### config.mk
export PLATFORM = sky130hd
export DESIGN_NAME = rv_decoder_top
export DESIGN_NICKNAME = d
export VERILOG_FILES = /design/src/hw/rv_decode_pkg.sv /design/src/hw/uop_if.sv /design/src/hw/imm_gen.sv /design/src/hw/hazard_tracker.sv /design/src/hw/decode_ctrl.sv /design/src/hw/uop_issue.sv /design/src/hw/rv_decoder_top.sv
export SDC_FILE = /design/constraint.sdc
export NUM_CORES = 1
export LEC_CHECK = 0
export BUFFER_PORTS_ARGS = -buffer_cell sky130_fd_sc_hd__buf_2
export CAP_MARGIN = 40
export CORE_ASPECT_RATIO = 0.9
export CORE_MARGIN = 2
export CORE_UTILIZATION = 40
export DETAILED_ROUTE_END_ITERATION = 7
export PLACE_DENSITY = 0.76
export SLEW_MARGIN = 20
export SYNTH_ARGS = -nofsm -noshare
export SYNTH_HDL_FRONTEND = slang
export SYNTH_SLANG_ARGS = --single-unit
### constraint.sdc
create_clock -name clk_i -period 4.8 [get_ports clk_i]
set_input_delay 0.48 -clock clk_i [delete_from_list [all_inputs] [get_ports clk_i]]
set_output_delay 0.48 -clock clk_i [all_outputs]
set_load 0.03 [all_outputs]
### src/hw/rv_decode_pkg.sv
////////////////////
// Shared widths, opcodes and micro-op codes for the RV32I decode stage
// Import inside module bodies, or use scoped names in port lists
////////////////////
package rv_decode_pkg;

  ////////////////////
  // Widths
  ////////////////////
  localparam int XLEN       = 32;
  localparam int REG_ADDR_W = 5;
  localparam int ALU_SEL_W  = 4;
  localparam int LSU_CTRL_W = 4;  // {store, funct3}
  localparam int KIND_W     = 3;

  ////////////////////
  // Micro-op kinds
  ////////////////////
  localparam logic [KIND_W-1:0] KIND_ALU     = 3'd1;  // OP, OP-IMM, LUI, AUIPC
  localparam logic [KIND_W-1:0] KIND_LOAD    = 3'd2;
  localparam logic [KIND_W-1:0] KIND_STORE   = 3'd3;
  localparam logic [KIND_W-1:0] KIND_BUBBLE  = 3'd4;  // RAW stall slot
  localparam logic [KIND_W-1:0] KIND_NOP     = 3'd5;  // MISC-MEM, SYSTEM
  localparam logic [KIND_W-1:0] KIND_ILLEGAL = 3'd6;

  // Major opcodes
  localparam logic [6:0] OPC_OP      = 7'b0110011;
  localparam logic [6:0] OPC_OPIMM   = 7'b0010011;
  localparam logic [6:0] OPC_LUI     = 7'b0110111;
  localparam logic [6:0] OPC_AUIPC   = 7'b0010111;
  localparam logic [6:0] OPC_LOAD    = 7'b0000011;
  localparam logic [6:0] OPC_STORE   = 7'b0100011;
  localparam logic [6:0] OPC_MISCMEM = 7'b0001111;
  localparam logic [6:0] OPC_SYSTEM  = 7'b1110011;

  localparam logic [ALU_SEL_W-1:0] ALU_ADD = 4'b0000;

  localparam logic [2:0] FUNCT3_SLL = 3'b001;
  localparam logic [2:0] FUNCT3_SRL = 3'b101;  // SRL and SRA, split by bit 30

  ////////////////////
  // Instruction word seen through each format
  ////////////////////
  typedef union packed {
    struct packed {
      logic [6:0]            funct7;
      logic [REG_ADDR_W-1:0] rs2;
      logic [REG_ADDR_W-1:0] rs1;
      logic [2:0]            funct3;
      logic [REG_ADDR_W-1:0] rd;
      logic [6:0]            opcode;
    } r;
    struct packed {
      logic [11:0]           imm;  // Shamt sits in imm[4:0]
      logic [REG_ADDR_W-1:0] rs1;
      logic [2:0]            funct3;
      logic [REG_ADDR_W-1:0] rd;
      logic [6:0]            opcode;
    } i;
    struct packed {
      logic [6:0]            imm_hi;
      logic [REG_ADDR_W-1:0] rs2;
      logic [REG_ADDR_W-1:0] rs1;
      logic [2:0]            funct3;
      logic [4:0]            imm_lo;
      logic [6:0]            opcode;
    } s;
    struct packed {
      logic [19:0]           imm;
      logic [REG_ADDR_W-1:0] rd;
      logic [6:0]            opcode;
    } u;
  } rv_instr_u;

endpackage

### src/hw/uop_if.sv
////////////////////
// One micro-op with valid/ready, from the decoder to the issue register
////////////////////
`timescale 1ns/1ps

interface uop_if;
  import rv_decode_pkg::*;

  logic                  valid;
  logic                  ready;
  logic [KIND_W-1:0]     kind;
  logic [ALU_SEL_W-1:0]  alu_sel;
  logic [REG_ADDR_W-1:0] rs1;
  logic [REG_ADDR_W-1:0] rs2;
  logic [REG_ADDR_W-1:0] rd;
  logic [XLEN-1:0]       imm;
  logic                  use_pc;   // Operand A is the PC
  logic                  use_imm;  // Operand B is the immediate
  logic                  wb;       // Result goes to rd
  logic [LSU_CTRL_W-1:0] lsu_ctrl;

  modport source (
    output valid, kind, alu_sel, rs1, rs2, rd, imm, use_pc, use_imm, wb, lsu_ctrl,
    input  ready
  );

  modport sink (
    input  valid, kind, alu_sel, rs1, rs2, rd, imm, use_pc, use_imm, wb, lsu_ctrl,
    output ready
  );

endinterface

### src/hw/imm_gen.sv
////////////////////
// Immediate extraction for the I, shift, S and U formats
////////////////////
`timescale 1ns/1ps

module imm_gen (
  input  rv_decode_pkg::rv_instr_u      instr_i,
  output logic [rv_decode_pkg::XLEN-1:0] imm_o
);
  import rv_decode_pkg::*;

  logic [XLEN-1:0] imm_i_ext;
  logic [XLEN-1:0] imm_sh_ext;
  logic [XLEN-1:0] imm_s_ext;
  logic [XLEN-1:0] imm_u_ext;
  logic            is_shift;

  // Sign extension from bit 31 for I and S
  assign imm_i_ext  = {{(XLEN-12){instr_i.i.imm[11]}}, instr_i.i.imm};
  assign imm_s_ext  = {{(XLEN-12){instr_i.s.imm_hi[6]}}, instr_i.s.imm_hi, instr_i.s.imm_lo};
  assign imm_sh_ext = {{(XLEN-5){1'b0}}, instr_i.i.imm[4:0]};  // Shamt, zero extended
  assign imm_u_ext  = {instr_i.u.imm, 12'b0};

  assign is_shift = (instr_i.i.funct3 == FUNCT3_SLL) || (instr_i.i.funct3 == FUNCT3_SRL);

  always_comb begin
    case (instr_i.i.opcode)
      OPC_OPIMM: begin
        if (is_shift) begin
          imm_o = imm_sh_ext;
        end else begin
          imm_o = imm_i_ext;
        end
      end
      OPC_LOAD:  imm_o = imm_i_ext;
      OPC_STORE: imm_o = imm_s_ext;
      OPC_LUI,
      OPC_AUIPC: imm_o = imm_u_ext;
      default:   imm_o = '0;  // OP and everything without an immediate
    endcase
  end

endmodule

### src/hw/hazard_tracker.sv
////////////////////
// RAW check against the last destination; asks for one bubble per hazard
////////////////////
`timescale 1ns/1ps

module hazard_tracker (
  input  logic                      clk_i,
  input  logic                      rstn_i,
  input  rv_decode_pkg::rv_instr_u  instr_i,
  input  logic                      accept_i,  // Real instruction taken from fetch
  input  logic                      offer_i,   // Bubble handed to issue
  output logic                      bubble_o
);
  import rv_decode_pkg::*;

  logic [REG_ADDR_W-1:0] prev_rd_q;
  logic                  stalled_q;  // Current instruction already got its bubble
  logic                  uses_rs1;
  logic                  uses_rs2;
  logic                  writes_rd;
  logic                  hit_rs1;
  logic                  hit_rs2;

  always_comb begin
    uses_rs1  = 1'b0;
    uses_rs2  = 1'b0;
    writes_rd = 1'b0;
    case (instr_i.r.opcode)
      OPC_OP:    begin uses_rs1 = 1'b1; uses_rs2 = 1'b1; writes_rd = 1'b1; end
      OPC_OPIMM: begin uses_rs1 = 1'b1; writes_rd = 1'b1; end
      OPC_LOAD:  begin uses_rs1 = 1'b1; writes_rd = 1'b1; end
      OPC_STORE: begin uses_rs1 = 1'b1; uses_rs2 = 1'b1; end
      OPC_LUI,
      OPC_AUIPC: writes_rd = 1'b1;
      default:   ;
    endcase
  end

  // x0 never carries a dependency
  assign hit_rs1  = uses_rs1 && (instr_i.r.rs1 != '0) && (instr_i.r.rs1 == prev_rd_q);
  assign hit_rs2  = uses_rs2 && (instr_i.r.rs2 != '0) && (instr_i.r.rs2 == prev_rd_q);
  assign bubble_o = (hit_rs1 || hit_rs2) && !stalled_q;

  always_ff @(posedge clk_i) begin
    if (!rstn_i) begin
      prev_rd_q <= '0;
      stalled_q <= 1'b0;
    end else begin
      if (accept_i) begin
        prev_rd_q <= writes_rd ? instr_i.r.rd : '0;
        stalled_q <= 1'b0;
      end else if (offer_i) begin
        stalled_q <= 1'b1;
      end
    end
  end

endmodule

### src/hw/decode_ctrl.sv
////////////////////
// Opcode decode into micro-op fields, with bubble insertion on RAW hazards
// Drives the fetch-side ready and the source side of uop_if
////////////////////
`timescale 1ns/1ps

module decode_ctrl (
  input  logic                     clk_i,
  input  logic                     rstn_i,
  input  rv_decode_pkg::rv_instr_u instr_i,
  input  logic                     instr_valid_i,
  output logic                     instr_ready_o,
  uop_if.source                    uop_o
);
  import rv_decode_pkg::*;

  logic [XLEN-1:0]       imm;
  logic                  bubble;
  logic                  need_bubble;
  logic                  accept;
  logic                  offer;

  logic [KIND_W-1:0]     dec_kind;
  logic [ALU_SEL_W-1:0]  dec_alu_sel;
  logic [REG_ADDR_W-1:0] dec_rs1;
  logic [REG_ADDR_W-1:0] dec_rs2;
  logic [REG_ADDR_W-1:0] dec_rd;
  logic                  dec_use_pc;
  logic                  dec_use_imm;
  logic                  dec_wb;
  logic [LSU_CTRL_W-1:0] dec_lsu_ctrl;
  logic                  is_shift;

  imm_gen imm_gen_i (
    .instr_i (instr_i),
    .imm_o   (imm)
  );

  hazard_tracker hazard_tracker_i (
    .clk_i    (clk_i),
    .rstn_i   (rstn_i),
    .instr_i  (instr_i),
    .accept_i (accept),
    .offer_i  (offer),
    .bubble_o (bubble)
  );

  assign is_shift = (instr_i.i.funct3 == FUNCT3_SLL) || (instr_i.i.funct3 == FUNCT3_SRL);

  ////////////////////
  // Field decode
  ////////////////////
  always_comb begin
    dec_kind     = KIND_ILLEGAL;
    dec_alu_sel  = '0;
    dec_rs1      = '0;
    dec_rs2      = '0;
    dec_rd       = '0;
    dec_use_pc   = 1'b0;
    dec_use_imm  = 1'b0;
    dec_wb       = 1'b0;
    dec_lsu_ctrl = '0;
    case (instr_i.r.opcode)
      OPC_OP: begin
        dec_kind    = KIND_ALU;
        dec_alu_sel = {instr_i.r.funct7[5], instr_i.r.funct3};
        dec_rs1     = instr_i.r.rs1;
        dec_rs2     = instr_i.r.rs2;
        dec_rd      = instr_i.r.rd;
        dec_wb      = 1'b1;
      end
      OPC_OPIMM: begin
        dec_kind    = KIND_ALU;
        // Bit 30 only tells SRAI from SRLI; elsewhere it is immediate data
        dec_alu_sel = is_shift ? {instr_i.r.funct7[5], instr_i.i.funct3}
                               : {1'b0, instr_i.i.funct3};
        dec_rs1     = instr_i.i.rs1;
        dec_rd      = instr_i.i.rd;
        dec_use_imm = 1'b1;
        dec_wb      = 1'b1;
      end
      OPC_LUI,
      OPC_AUIPC: begin
        dec_kind    = KIND_ALU;
        dec_alu_sel = ALU_ADD;
        dec_rd      = instr_i.u.rd;
        dec_use_pc  = (instr_i.u.opcode == OPC_AUIPC);
        dec_use_imm = 1'b1;
        dec_wb      = 1'b1;
      end
      OPC_LOAD: begin
        dec_kind     = KIND_LOAD;
        dec_alu_sel  = ALU_ADD;  // Address = rs1 + imm
        dec_rs1      = instr_i.i.rs1;
        dec_rd       = instr_i.i.rd;
        dec_use_imm  = 1'b1;
        dec_wb       = 1'b1;
        dec_lsu_ctrl = {1'b0, instr_i.i.funct3};
      end
      OPC_STORE: begin
        dec_kind     = KIND_STORE;
        dec_alu_sel  = ALU_ADD;
        dec_rs1      = instr_i.s.rs1;
        dec_rs2      = instr_i.s.rs2;  // Store data
        dec_use_imm  = 1'b1;
        dec_lsu_ctrl = {1'b1, instr_i.s.funct3};
      end
      OPC_MISCMEM,
      OPC_SYSTEM: dec_kind = KIND_NOP;  // Fences and CSR ops do nothing here
      default:    ;
    endcase
  end

  ////////////////////
  // Handshakes
  ////////////////////
  assign need_bubble   = instr_valid_i && bubble;
  assign instr_ready_o = uop_o.ready && !need_bubble;  // Hold fetch during the bubble
  assign accept        = instr_valid_i && instr_ready_o;
  assign offer         = need_bubble && uop_o.ready;

  // Bubble wins over the decoded fields and zeroes them all
  assign uop_o.valid    = instr_valid_i;
  assign uop_o.kind     = need_bubble ? KIND_BUBBLE : dec_kind;
  assign uop_o.alu_sel  = need_bubble ? '0 : dec_alu_sel;
  assign uop_o.rs1      = need_bubble ? '0 : dec_rs1;
  assign uop_o.rs2      = need_bubble ? '0 : dec_rs2;
  assign uop_o.rd       = need_bubble ? '0 : dec_rd;
  assign uop_o.imm      = need_bubble ? '0 : imm;
  assign uop_o.use_pc   = need_bubble ? 1'b0 : dec_use_pc;
  assign uop_o.use_imm  = need_bubble ? 1'b0 : dec_use_imm;
  assign uop_o.wb       = need_bubble ? 1'b0 : dec_wb;
  assign uop_o.lsu_ctrl = need_bubble ? '0 : dec_lsu_ctrl;

  // One bubble per hazard, the tracker flag must block a second one
  a_single_bubble: assert property (@(posedge clk_i) disable iff (!rstn_i)
    (offer) |=> !(uop_o.valid && uop_o.kind == KIND_BUBBLE));

endmodule

### src/hw/uop_issue.sv
////////////////////
// Single-entry output register, released to execute under credit control
////////////////////
`timescale 1ns/1ps

module uop_issue #(
  parameter int CREDITS = 4
) (
  input  logic                                    clk_i,
  input  logic                                    rstn_i,
  uop_if.sink                                     uop_i,
  input  logic                                    credit_i,  // One slot freed downstream
  output logic                                    uop_valid_o,
  output logic [rv_decode_pkg::KIND_W-1:0]        uop_kind_o,
  output logic [rv_decode_pkg::ALU_SEL_W-1:0]     alu_sel_o,
  output logic [rv_decode_pkg::REG_ADDR_W-1:0]    rs1_o,
  output logic [rv_decode_pkg::REG_ADDR_W-1:0]    rs2_o,
  output logic [rv_decode_pkg::REG_ADDR_W-1:0]    rd_o,
  output logic [rv_decode_pkg::XLEN-1:0]          imm_o,
  output logic                                    use_pc_o,
  output logic                                    use_imm_o,
  output logic                                    wb_o,
  output logic [rv_decode_pkg::LSU_CTRL_W-1:0]    lsu_ctrl_o
);
  localparam int CNT_W = $clog2(CREDITS + 1);

  logic             full_q;
  logic [CNT_W-1:0] cnt_q;
  logic             send;
  logic             load;

  assign send        = full_q && (cnt_q != '0);
  assign uop_valid_o = send;
  assign uop_i.ready = !full_q || send;  // Refill in the same cycle as a send
  assign load        = uop_i.valid && uop_i.ready;

  always_ff @(posedge clk_i) begin
    if (!rstn_i) begin
      full_q <= 1'b0;
      cnt_q  <= CNT_W'(CREDITS);
    end else begin
      if (load) begin
        full_q <= 1'b1;
      end else if (send) begin
        full_q <= 1'b0;
      end
      case ({send, credit_i})
        2'b10:   cnt_q <= cnt_q - 1'b1;
        2'b01:   cnt_q <= cnt_q + 1'b1;
        default: ;  // Send and return cancel out
      endcase
    end
  end

  // Payload
  always_ff @(posedge clk_i) begin
    if (load) begin
      uop_kind_o <= uop_i.kind;
      alu_sel_o  <= uop_i.alu_sel;
      rs1_o      <= uop_i.rs1;
      rs2_o      <= uop_i.rs2;
      rd_o       <= uop_i.rd;
      imm_o      <= uop_i.imm;
      use_pc_o   <= uop_i.use_pc;
      use_imm_o  <= uop_i.use_imm;
      wb_o       <= uop_i.wb;
      lsu_ctrl_o <= uop_i.lsu_ctrl;
    end
  end

  // Consumer must not return more credits than it was given
  a_cnt_max: assert property (@(posedge clk_i) disable iff (!rstn_i)
    cnt_q <= CNT_W'(CREDITS));

  // A waiting micro-op stays offered and unchanged until it is taken
  a_hold_while_waiting: assert property (@(posedge clk_i) disable iff (!rstn_i)
    (uop_i.valid && !uop_i.ready) |=> (uop_i.valid && $stable({uop_i.kind,
      uop_i.alu_sel, uop_i.rs1, uop_i.rs2, uop_i.rd, uop_i.imm, uop_i.use_pc,
      uop_i.use_imm, uop_i.wb, uop_i.lsu_ctrl})));

endmodule

### src/hw/rv_decoder_top.sv
////////////////////
// RV32I decode stage: fetch valid/ready in, credit-controlled micro-ops out
////////////////////
`timescale 1ns/1ps

module rv_decoder_top #(
  parameter int CREDITS = 4  // Micro-op slots in the execute stage
) (
  input  logic                                 clk_i,
  input  logic                                 rstn_i,

  // Fetch side
  input  logic [rv_decode_pkg::XLEN-1:0]       instr_i,
  input  logic                                 instr_valid_i,
  output logic                                 instr_ready_o,

  // Execute side
  input  logic                                 credit_i,
  output logic                                 uop_valid_o,
  output logic [rv_decode_pkg::KIND_W-1:0]     uop_kind_o,
  output logic [rv_decode_pkg::ALU_SEL_W-1:0]  alu_sel_o,
  output logic [rv_decode_pkg::REG_ADDR_W-1:0] rs1_o,
  output logic [rv_decode_pkg::REG_ADDR_W-1:0] rs2_o,
  output logic [rv_decode_pkg::REG_ADDR_W-1:0] rd_o,
  output logic [rv_decode_pkg::XLEN-1:0]       imm_o,
  output logic                                 use_pc_o,
  output logic                                 use_imm_o,
  output logic                                 wb_o,
  output logic [rv_decode_pkg::LSU_CTRL_W-1:0] lsu_ctrl_o
);

  uop_if uop_bus ();

  ////////////////////
  // Decode
  ////////////////////
  decode_ctrl decode_ctrl_i (
    .clk_i         (clk_i),
    .rstn_i        (rstn_i),
    .instr_i       (instr_i),  // Raw word, viewed as the format union inside
    .instr_valid_i (instr_valid_i),
    .instr_ready_o (instr_ready_o),
    .uop_o         (uop_bus.source)
  );

  ////////////////////
  // Issue
  ////////////////////
  uop_issue #(
    .CREDITS (CREDITS)
  ) uop_issue_i (
    .clk_i       (clk_i),
    .rstn_i      (rstn_i),
    .uop_i       (uop_bus.sink),
    .credit_i    (credit_i),
    .uop_valid_o (uop_valid_o),
    .uop_kind_o  (uop_kind_o),
    .alu_sel_o   (alu_sel_o),
    .rs1_o       (rs1_o),
    .rs2_o       (rs2_o),
    .rd_o        (rd_o),
    .imm_o       (imm_o),
    .use_pc_o    (use_pc_o),
    .use_imm_o   (use_imm_o),
    .wb_o        (wb_o),
    .lsu_ctrl_o  (lsu_ctrl_o)
  );

endmodule

# == Word-level counts from Yosys, hierarchy flattened ==
# Index checks and enable logic that the tools add are counted.
# op_classes
addsub,2
eq_ne,14
n_mux,14
n_bitwise,5
n_reduce_logical,34
# ops
op,count
$pmux W32 S4,1
$mux W32,1
$eq A7 B6 Y1 const B,3
$pmux W4 S2,2
$reduce_or A2 Y1,8
$eq A7 B5 Y1 const B,2
$pmux W3 S4,1
$logic_and A1 B1 Y1,11
$eq A5 B5 Y1,2
$reduce_bool A5 Y1,2
$reduce_or A5 Y1,2
$reduce_or A4 Y1,2
$eq A7 B2 Y1 const B,1
$eq A7 B4 Y1 const B,1
$eq A7 B7 Y1 const B,1
$mux W1,6
$pmux W3 S2,1
$mux W5,1
$not A1 Y1,5
$mux W4,1
$reduce_bool A2 Y1,2
$add A3 B1 Y3 const B,1
$eq A3 B1 Y1 const B,1
$eq A3 B3 Y1 const B,1
6 further kinds,10
# totals
register_bits,71
input_bits,36
out_inout_bits,63
wordCells,83

# == Depth between registers and ports, before layout ==
# Gate-level depths: netlist of the first run.
# depth
ltp_word,12
ltp_mapped,7
mapped_depth_nobuf,7

# == Hierarchy ==
# From an unflattened synthesis of the first run, not the netlist that was laid out.
# hier_totals
cells_unflattened,280
area_unflattened_um2,3427.0
# by_module_without_submodules
module,n_inst,cells_per_inst,area_per_inst_um2,seq_area_each_um2
uop_issue,1,83,2045.7,1911.8
decode_ctrl,1,101,620.6,0.0
imm_gen,1,59,407.9,0.0
hazard_tracker,1,37,352.8,120.1

# == Worst setup path before layout of the first run ==
# Ideal clock, no wire load.
# synth_path
kind,reg-to-reg
from,register uop_issue_i.cnt_q[0]
to,register decode_ctrl_i.hazard_tracker_i.prev_rd_q[0]
setup_ps,72
t_arrival_ps,4117
required_time_ps,4728
path_slack_ps,611
path_stages_with_launch,5
n_path_buf,0
path_cell_list,dfxtp_1 -> nor4b_1 -> nor2b_1 -> nor3b_4 -> mux2i_1
# synth_between
elab_chain_cells,5
# synth_rtl
item,line,text
start: declaration,uop_issue.sv:28,logic [CNT_W-1:0] cnt_q;
start signal: assignment,uop_issue.sv:40,cnt_q <= CNT_W'(CREDITS);
start signal: assignment,uop_issue.sv:48,2'b10: cnt_q <= cnt_q - 1'b1;
start signal: assignment,uop_issue.sv:49,2'b01: cnt_q <= cnt_q + 1'b1;
$reduce_bool A3 Y1,uop_issue.sv:32,assign send = full_q && (cnt_q != '0);
$logic_and A1 B1 Y1,uop_issue.sv:32,
$logic_or A1 B1 Y1,uop_issue.sv:34,assign uop_i.ready = !full_q || send;
$logic_and A1 B1 Y1,decode_ctrl.sv:118,assign instr_ready_o = uop_o.ready && !need_bubble;
$logic_and A1 B1 Y1,decode_ctrl.sv:119,assign accept = instr_valid_i && instr_ready_o;
end signal: assignment,hazard_tracker.sv:50,prev_rd_q <= writes_rd ? instr_i.r.rd : '0;
end: declaration,hazard_tracker.sv:16,logic [REG_ADDR_W-1:0] prev_rd_q;
# No other way between the ends.
# A chain may end at the register's enable or synchronous reset.

# == Worst setup path in the final report of the first run ==
# layout_path
from,input port instr_i[6] in the netlist's numbering
to,output port instr_ready_o
# layout_between
elab_chain_cells,10
elab_cells_between_ends,17
cone_classes,eq/ne: 4; mux: 2; reduce/logical: 11
# layout_rtl
item,line,text
start: declaration,rv_decoder_top.sv:13,"input logic [rv_decode_pkg::XLEN-1:0] instr_i,"
"$eq A7 B6 Y1, or another cell as far along",hazard_tracker.sv:28,case (instr_i.r.opcode)
$reduce_or A4 Y1 (no source line) or $reduce_or A2 Y1 (tied branches),--,
$mux W1,hazard_tracker.sv:28,
"$logic_and A1 B1 Y1, on equally long branches (2 in series)","hazard_tracker.sv:40, hazard_tracker.sv:41",
$logic_or A1 B1 Y1 (*),hazard_tracker.sv:42,assign bubble_o = (hit_rs1 || hit_rs2) && !stalled_q;
$logic_and A1 B1 Y1 (*),hazard_tracker.sv:42,
$logic_and A1 B1 Y1 (*),decode_ctrl.sv:117,assign need_bubble = instr_valid_i && bubble;
$logic_not A1 Y1 (*),decode_ctrl.sv:118,
$logic_and A1 B1 Y1 (*),decode_ctrl.sv:118,
end: declaration,rv_decoder_top.sv:15,"output logic instr_ready_o,"
# Every way passes the cells marked *; elsewhere a longest branch is shown, timed or not.

==> results of run 1 <==
==> metrics by stage <==
step | cell area [sq um] | setup slack [ps]
final | 4030 | 2340
after detailed placement | 3790 | 2190
after floorplan | 3180 | 611
after global routing | 4030 | 2160
after CTS | 4030 | 2320
after global placement | 3780 | 1990
==> power by group through the flow <==
stage	clock [uW]	combinational, uW	sequential, uW
final	566	202	725
after global routing	597	217	730
after CTS	572	203	726
after detailed placement	0	202	740
after global placement	0	199	739
after floorplan	0	68.3	804
==> flip-flops by register name, indices dropped and copies added (netlist names) <==
name,count
uop_issue_i.alu_sel_o,4
uop_issue_i.uop_kind_o,3
uop_issue_i.use_pc_o,1
decode_ctrl_i.hazard_tracker_i.stalled_q,1
decode_ctrl_i.hazard_tracker_i.prev_rd_q,5
uop_issue_i.full_q,1
uop_issue_i.rs2_o,5
uop_issue_i.wb_o,1
uop_issue_i.rs1_o,5
uop_issue_i.lsu_ctrl_o,4
uop_issue_i.use_imm_o,1
uop_issue_i.rd_o,5
uop_issue_i.cnt_q,3
uop_issue_i.imm_o,32
==> cell families after synthesis <==
logic type	synth area share
and+or+nand+nor	0.196
buffers and inverters	0.0224
adders and majority gates	0.0102
DFF	0.638
muxes	0.0189
AOI/OAI and AO/OA	0.0868
xor gates and xnor gates	0.0275
==> worst min-delay path by stage <==
| stage | start | end | depth (start not counted) |
|---|---|---|---|
| floorplan | decode_ctrl_i.hazard_tracker_i.prev_rd_q[2] | decode_ctrl_i.hazard_tracker_i.prev_rd_q[2] | 2 |
| global placement | decode_ctrl_i.hazard_tracker_i.stalled_q | decode_ctrl_i.hazard_tracker_i.stalled_q | 2 |
| detailed placement | decode_ctrl_i.hazard_tracker_i.prev_rd_q[1] | decode_ctrl_i.hazard_tracker_i.prev_rd_q[1] | 2 |
| CTS | instr_i[25] | uop_issue_i.imm_o[25] | 2 |
| global route | instr_i[25] | uop_issue_i.imm_o[25] | 2 |
| finish | instr_i[25] | uop_issue_i.imm_o[25] | 2 |
==> cell type report <==
| class | instances | area [sq um] |
|---|---|---|
| Sequential cell | 71 | 2030 |
| Inverter | 5 | 18.8 |
| Tap cell | 96 | 120 |
| Clock inverter | 6 | 109 |
| Multi-Input combinational cell | 151 | 1090 |
| Clock buffer | 10 | 128 |
| Timing Repair Buffer | 103 | 532 |
| Fill cell | 674 | 3590 |
==> routing by layer <==
layer | up-vias | track usage | part of all wire
li1 | 1091 | - | -
met5 | - | 0 | 0
met3 | 10 | 0.0324 | 0.055
met1 | 1073 | 0.227 | 0.46
met2 | 75 | 0.269 | 0.47
met4 | 0 | 0.0720 | 0.017
==> placed cells by master (no fill, tap or decap), drive strengths merged, types with 2 or more instances in the layout <==
master      n
nand2b      2
nor2        6
nor2b       9
nor3        7
inv         5
or4         2
nand3       7
bufinv      3
xnor2       9
and3b       3
a21o       20
clkbuf     11
nor4        2
and2       13
nor4b       2
nand2      10
edfxtp     61
dfxtp      10
o21ai       3
or3         2
a21oi      10
nor3b       6
and3       20
mux2i       6
clkinvlp    2
buf       102
nand4       2
==> results.toml, run 1 <==
[placed_design]
buffer_ports.inserted = 98
detailedPlacementHpwl_mm = 5.04
numPlacedInstances = 425
gp_congestion = 0.822

[global_routing]
track_usage = 0.168
grt_first_pass_wirelength_mm = 11.1
antenna_violations_before_repair = 0
first_global_vias = 2170
global_route.overflow_total = 0
grt_max_degree = 64

[timing]
fin_crit_sh = 0.513
unrepaired_setup_endpoints_after_global_routing = "false"
finalSetupTns_ps = 0
timing.slew.headroom = 0.476
clock.fmax_mhz = 406
worst_hold_slack_ps = 427
clock-skew-final_ps = 10.7
total_of_endpoints_with_negative_setup_slack_in_the_final_report = 0
hold_viol_final = 0
layout_min_cycle_time_ps = 2460
final-max-slew-violation-count = 0
max_slew.worst_pin.slew_ps = 787

[status]
status = "completed"

[floorplanning]
ioPinCount = 99
floorplan.die_area_sq_mm = 0.00869
die_x_extent_um = 98.1
fp.dieH_um = 88.6
start_util = 0.418
core_area_sq_mm = 0.00762
rows = 30

[logic_synthesis]
netlist_area_sq_mm = 0.00318
yosysWarnings = 0
synth_top_area_cell = "sky130_fd_sc_hd__edfxtp_1"
count_of_flip_flops_with_a_built_in_enable_after_synthesis = 61
synth_area_per_cell_sq_um = 13.4
ys_seq_area_frac = 0.638
ys_types = 44
synth-async-reset-ratio = 0
synth_top_area_frac = 0.575
ys_flop_type = "sky130_fd_sc_hd__edfxtp_1"
synth_commonest_cells = "sky130_fd_sc_hd__edfxtp_1, sky130_fd_sc_hd__a21o_1, sky130_fd_sc_hd__and3_1, sky130_fd_sc_hd__and2_1"
synthTopCellsByArea = "sky130_fd_sc_hd__edfxtp_1, sky130_fd_sc_hd__dfxtp_1, sky130_fd_sc_hd__a21o_1, sky130_fd_sc_hd__and3_1, sky130_fd_sc_hd__xnor2_1"
yosys.cell_count.top_type = "sky130_fd_sc_hd__edfxtp_1"
syn_inst = 237
synth_nets = 275
synth-seq-cells = 71

[setup_path]
r2r_setup_slack_ps = 2670
worst_setup_path_start_kind = "input pin"
worst_r2r_path_depth = 5
cp_common_cell = "sky130_fd_sc_hd__buf_2"
termination_of_the_worst_setup_path = "instr_ready_o"
worst-endpoint-required_ps = 4320
cpLargestDelayFamily = "simple AND/OR/NAND/NOR gates"
critPathCaptureType = "output port"
worstReg2RegEnd = "decode_ctrl_i.hazard_tracker_i.prev_rd_q[0]"
cp_num_buf_inv = 2
sequence_of_cells_on_the_critical_path = "buf_2 > nor3_2 > nand4_2 > nor4_4 > nor3_1 > buf_2"
crit-reg2reg-launch = "uop_issue_i.cnt_q[0]"
cp_num_cells = 6
critPathMaxStageDelay_ps = 580
critPathArrivalTime_ps = 1980
cp-startpoint = "instr_i[6]"
critPathMaxFanout = 7
timing_worst_setup_path_type = "in2out"
crit_path_top_delay_cell = "sky130_fd_sc_hd__nor4_4"

[drt]
postRouteWirelength_mm = 7.21
detail_route.wl_per_cell_um = 16.3
ant_nets = 0
first_iter_violations = 150
route.detailed.vias_per_inst = 5.09
drt_pre_antenna_iters = 5
routed-via-count = 2249
detail_route.drc_violations = 0

[cells_and_area]
core_occupancy_in_the_finished_layout = 0.529
layout.nets = 379
area_growth_syn_to_layout_pct = 26.7
final-instance-count-excl-fill = 442
diodes = 0
post_route_cells_drive_above_1_share = 0.376

[power]
net-switching-power_uw = 377
total_power_uw = 1490
cell_leakage_power_uw = 0.00189
power.ir.vdd_worst_uv = 143
internal_uw = 1120
power.share.sequential = 0.486
power.density_mw_per_mm2 = 370
switching_share = 0.252
power.share.clock = 0.379
combinational_share_of_power = 0.135

[job]
cap_violations = 0

[cts]
post-cts-setup-buffers = 0
clock_tree.htree_level_count = 3
clock_tree_root_buffer_cell = "sky130_fd_sc_hd__clkbuf_8"
clock_latency_ps = 340
cts_buffer_depth = 2
tritoncts = "yes"
tritoncts.num_buffers = 9
hold_buf_cts = 0
path_clk_slew_ps = 80
post_cts.resized_instances = 0
cts.sink_count = 71

[min_path]
hold_path.class = "in2reg"
(Power assumes the default switching activity.)
==> run 2: changes to the inputs <==
==> constraint.sdc (replaced) <==
create_clock -name clk_i -period 2.4 [get_ports clk_i]
set_input_delay 0.24 -clock clk_i [delete_from_list [all_inputs] [get_ports clk_i]]
set_output_delay 0.24 -clock clk_i [all_outputs]
set_load 0.03 [all_outputs]
==> run 2 against run 1 <==
Power increased by 94%. Design area increased by 3.8%. Clock power increased by 80%. Largest power group unchanged.
==> results.toml, run 2 (synthesis gave the netlist of run 1 again) <==
[status]
status = "completed"

[timing]
fin_crit_sh = 0.879
clock.fmax_mhz = 474
clock-skew-final_ps = 7.92
max_slew.worst_pin.slew_ps = 625
timing.slew.headroom = 0.582
hold_viol_final = 0
final.setup.worst_slack_ps = 289
layout_min_cycle_time_ps = 2110
total_of_endpoints_with_negative_setup_slack_in_the_final_report = 0
finalSetupTns_ps = 0
unrepaired_setup_endpoints_after_global_routing = "false"
final-max-slew-violation-count = 0

[global_routing]
antenna_violations_before_repair = 0
grt_max_degree = 27
track_usage = 0.177
first_global_vias = 2320
global_route.overflow_total = 0
grt_first_pass_wirelength_mm = 11.7

[floorplanning]
core_area_sq_mm = 0.00762
fp.dieH_um = 88.6
die_x_extent_um = 98.1
start_util = 0.418
ioPinCount = 99
floorplan.die_area_sq_mm = 0.00869
rows = 30

[placed_design]
dp_worst_setup_slack_ps = 143
gp_congestion = 0.817
buffer_ports.inserted = 98
detailedPlacementHpwl_mm = 5.48

[cells_and_area]
biggest_register = "uop_issue_i.imm_o"
area_growth_syn_to_layout_pct = 31.4
final_common_cell = "sky130_fd_sc_hd__buf_2"
post_route_cells_drive_above_1_share = 0.412
largest_reg_flops = 32
most-common-layout-cells = "sky130_fd_sc_hd__buf_2, sky130_fd_sc_hd__edfxtp_1, sky130_fd_sc_hd__buf_4"
diodes = 0
layout.nets = 402
num-fill-cells = 662

[setup_path]
worst_r2r_path_depth = 7
r2r_setup_slack_ps = 370
termination_of_the_worst_setup_path = "instr_ready_o"
critPathArrivalTime_ps = 1870
worstReg2RegEnd = "uop_issue_i.cnt_q[2]"
worst_setup_path_start_kind = "flip-flop"
timing_worst_setup_path_type = "reg2out"
critPathCaptureType = "output port"
crit-reg2reg-launch = "uop_issue_i.cnt_q[0]"
cp-startpoint = "decode_ctrl_i.hazard_tracker_i.prev_rd_q[1]"
worst-endpoint-required_ps = 2160
critPathMaxFanout = 6

[cts]
post_cts.resized_instances = 0
clock_tree_root_buffer_cell = "sky130_fd_sc_hd__clkbuf_8"
clock_latency_ps = 350
cts.sink_count = 71
clock_tree.htree_level_count = 3
path_clk_slew_ps = 70
tritoncts.num_buffers = 9
tritoncts = "yes"
post-cts-setup-buffers = 0
hold_buf_cts = 0
cts_buffer_depth = 2

[power]
power.density_mw_per_mm2 = 692
combinational_share_of_power = 0.148
cell_leakage_power_uw = 0.00200
net-switching-power_uw = 756
power.ir.vdd_worst_uv = 259
power.share.sequential = 0.500
switching_share = 0.261
internal_uw = 2140
power.share.clock = 0.352

[drt]
routed-via-count = 2324
wl_met2_mm = 3.75
postRouteWirelength_mm = 7.52
detail_route.wirelength.met1_mm = 3.13
drt_pre_antenna_iters = 4
detail_route.wl_per_cell_um = 16.2
first_iter_violations = 198
dr_wl_met3_um = 519
detail_route.drc_violations = 0
dr_top_layer = "met4"
ant_nets = 0
route.detailed.vias_per_inst = 5.00

[min_path]
hold_path.class = "in2reg"

[job]
cap_violations = 0
[run 2: cell types whose count changed in the layout (fill, tap and decap cells not counted)]
| cell | change |
|---|---|
| sky130_fd_sc_hd__buf_6 | -1 |
| sky130_fd_sc_hd__buf_8 | +1 |
| sky130_fd_sc_hd__clkinv_4 | +1 |
| sky130_fd_sc_hd__buf_4 | +24 |
| sky130_fd_sc_hd__clkbuf_1 | -1 |
| sky130_fd_sc_hd__bufinv_16 | -1 |
| sky130_fd_sc_hd__clkinv_1 | +2 |
| sky130_fd_sc_hd__clkinvlp_4 | -1 |
| sky130_fd_sc_hd__clkbuf_4 | -1 |
[run 2: per-stage QoR]
step                      hold WS (ps)   util  power, uW  cell area [sq um]  cells
after floorplan                    364      -       1740               3190    237
after global placement             492  0.520       1900               3960    448
after detailed placement           502  0.522       1910               3970    449
after CTS                          155  0.549       2920               4190    465
after global routing               172  0.549       3000               4190    465
final                              168  0.549       2900               4190    465
[run 2: worst min-delay path by stage]
| stage | start | to | cells past startpoint |
|---|---|---|---|
| floorplan | instr_valid_i | uop_issue_i.full_q | 1 |
| global placement | decode_ctrl_i.hazard_tracker_i.prev_rd_q[0] | decode_ctrl_i.hazard_tracker_i.prev_rd_q[0] | 2 |
| detailed placement | decode_ctrl_i.hazard_tracker_i.prev_rd_q[0] | decode_ctrl_i.hazard_tracker_i.prev_rd_q[0] | 2 |
| CTS | instr_i[25] | uop_issue_i.imm_o[25] | 2 |
| global route | instr_i[25] | uop_issue_i.imm_o[25] | 2 |
| finish | instr_valid_i | uop_issue_i.full_q | 2 |
[run 2: critical path: stages (launching register included)]
cell and delay [ps]:
sky130_fd_sc_hd__dfxtp_1 400, sky130_fd_sc_hd__xnor2_1 140, sky130_fd_sc_hd__nand3_1 160, sky130_fd_sc_hd__nor4_4 370
sky130_fd_sc_hd__buf_4 220, sky130_fd_sc_hd__nor3_1 70, sky130_fd_sc_hd__buf_2 180
[run 2: final cells by class]
class                   instances  area (sq um)  share of cell area
flip-flops and latches         71          2030               0.486
multi-input cells             151          1090               0.262
repair buffers                126           708               0.169
clock buffers                   9           124              0.0296
well taps                      96           120              0.0287
clock inverters                 7          87.6              0.0209
inverters                       5          18.8             0.00448
[run 2: power by group through the flow]
stage	Clock (uW)	Sequential, uW	Combinational (uW)
after CTS	1040	1450	432
final	1020	1450	428
after global placement	0	1480	424
after detailed placement	0	1480	431
after global routing	1080	1460	460
after floorplan	0	1600	138
[run 2: per-layer routing]
layer,vias to the layer above,track usage
met5,-,0
met3,9,0.0387
met1,1093,0.221
met4,0,0.0833
met2,90,0.298
li1,1132,-
==> run 3: changes to the inputs <==
==> constraint.sdc (replaced) <==
create_clock -name clk_i -period 2.6 [get_ports clk_i]
set_input_delay 0.26 -clock clk_i [delete_from_list [all_inputs] [get_ports clk_i]]
set_output_delay 0.26 -clock clk_i [all_outputs]
set_load 0.03 [all_outputs]
==> run 3 against run 2 <==
Non-clock buffer count is 7 lower. Critical path depth stayed put. Cell count is 1.5% lower. First-iteration DRC count is 48% lower. Sequential power is 8% lower. Clock skew is 1.6 ps higher. Routed wire length is 1.4% higher. Combinational power is 8.4% lower. Critical path type unchanged.
==> results.toml, run 3 (synthesis gave the netlist of run 1 again) <==
[cts]
clock_tree.htree_level_count = 3
clock_latency_ps = 350
cts_buffer_depth = 2
cts.sink_count = 71
hold_buf_cts = 0
post_cts.resized_instances = 0
tritoncts = "yes"
path_clk_slew_ps = 70
tritoncts.num_buffers = 9
clock_tree_root_buffer_cell = "sky130_fd_sc_hd__clkbuf_8"
post-cts-setup-buffers = 0

[cells_and_area]
post_route_cells_drive_above_1_share = 0.398
multi_input_area_sq_mm = 0.00109
final_common_cell = "sky130_fd_sc_hd__buf_2"
num-fill-cells = 652
biggest_register = "uop_issue_i.imm_o"
diodes = 0
layout.nets = 395
most-common-layout-cells = "sky130_fd_sc_hd__buf_2, sky130_fd_sc_hd__edfxtp_1, sky130_fd_sc_hd__and3_1, sky130_fd_sc_hd__a21o_1, sky130_fd_sc_hd__buf_4"
core_occupancy_in_the_finished_layout = 0.539
ff_latch_area_sq_mm = 0.00203
largest_reg_flops = 32
area_growth_syn_to_layout_pct = 28.9

[status]
status = "completed"

[setup_path]
crit-reg2reg-launch = "uop_issue_i.cnt_q[0]"
critPathCaptureType = "output port"
termination_of_the_worst_setup_path = "instr_ready_o"
critPathArrivalTime_ps = 1900
r2r_setup_slack_ps = 520
worst_setup_path_start_kind = "flip-flop"
timing_worst_setup_path_type = "reg2out"
worst-endpoint-required_ps = 2340
cp-startpoint = "decode_ctrl_i.hazard_tracker_i.prev_rd_q[1]"
critPathMaxFanout = 6
worstReg2RegEnd = "decode_ctrl_i.hazard_tracker_i.prev_rd_q[3]"
worst_r2r_path_depth = 5

[floorplanning]
ioPinCount = 99
die_x_extent_um = 98.1
fp.dieH_um = 88.6
rows = 30
start_util = 0.418
core_area_sq_mm = 0.00762
floorplan.die_area_sq_mm = 0.00869

[min_path]
hold_path.class = "in2reg"

[drt]
detail_route.drc_violations = 0
detail_route.wl_per_cell_um = 16.7
drt_pre_antenna_iters = 4
route.detailed.vias_per_inst = 5.06
routed-via-count = 2317
first_iter_violations = 103
ant_nets = 0
postRouteWirelength_mm = 7.63

[timing]
total_of_endpoints_with_negative_setup_slack_in_the_final_report = 0
final-max-slew-violation-count = 0
fin_crit_sh = 0.831
layout_min_cycle_time_ps = 2160
finalSetupTns_ps = 0
hold_viol_final = 0
unrepaired_setup_endpoints_after_global_routing = "false"
clock-skew-final_ps = 9.52
clock.fmax_mhz = 463
timing.slew.headroom = 0.465
max_slew.worst_pin.slew_ps = 803

[job]
cap_violations = 0

[global_routing]
track_usage = 0.175
first_global_vias = 2303
grt_first_pass_wirelength_mm = 11.6
global_route.overflow_total = 0
grt_max_degree = 26
antenna_violations_before_repair = 0

[power]
power.density_mw_per_mm2 = 625
power.ir.vdd_worst_uv = 260
cell_leakage_power_uw = 0.00195

[placed_design]
buffer_ports.inserted = 98
gp_congestion = 0.813
detailedPlacementHpwl_mm = 5.53
run 3: critical path, cell delays in order, from the launching register on:
cell,delay (ps)
sky130_fd_sc_hd__dfxtp_1,400
sky130_fd_sc_hd__xnor2_1,150
sky130_fd_sc_hd__nand3_1,170
sky130_fd_sc_hd__nor4_4,370
sky130_fd_sc_hd__buf_4,220
sky130_fd_sc_hd__nor3_1,60
sky130_fd_sc_hd__buf_2,170
run 3: worst min path at each step:
| stage | slack [ps] | cells after the start | endpoint | start |
|---|---|---|---|---|
| after CTS | 190 | 2 | uop_issue_i.full_q | instr_valid_i |
| after detailed placement | 490 | 2 | decode_ctrl_i.hazard_tracker_i.prev_rd_q[0] | decode_ctrl_i.hazard_tracker_i.prev_rd_q[0] |
| final | 200 | 2 | uop_issue_i.imm_o[27] | instr_i[27] |
| after global routing | 200 | 2 | uop_issue_i.imm_o[29] | instr_i[29] |
| after global placement | 490 | 2 | decode_ctrl_i.hazard_tracker_i.prev_rd_q[0] | decode_ctrl_i.hazard_tracker_i.prev_rd_q[0] |
| after floorplan | 380 | 1 | uop_issue_i.full_q | instr_valid_i |
run 3: area by class of cell:
cell class	instances	area share
well taps	96	0.0293
flip-flops and latches	71	0.495
multi-input cells	151	0.267
inverters	5	0.00457
repair buffers	119	0.160
clock inverters	3	0.0107
clock buffers	13	0.0338
run 3: layer usage:
metal	up-vias	wire length [um]	GRT usage
li1	1123	-	-
met1	1106	3300	0.223
met2	79	3800	0.300
met3	9	433	0.0395
met4	0	99	0.0606
met5	-	0	0
run 3: where the power goes:
group / total (uW) / internal, uW / switching (uW)
registers: 1340 / 1310 / 29.9
logic: 392 / 130 / 262
clock network: 835 / 445 / 390
total: 2570 / 1890 / 682
run 3: metrics by stage:
stage / hold slack [ps] / setup slack [ps] / area (sq um) / instances / power (uW)
final: 198 / 438 / 4100 / 458 / 2570
after global routing: 197 / 333 / 4100 / 458 / 2660
after CTS: 187 / 418 / 4100 / 458 / 2590
after detailed placement: 493 / 363 / 3920 / 442 / 1760
after global placement: 491 / 36.2 / 3910 / 441 / 1750
after floorplan: 384 / 375 / 3190 / 237 / 1610
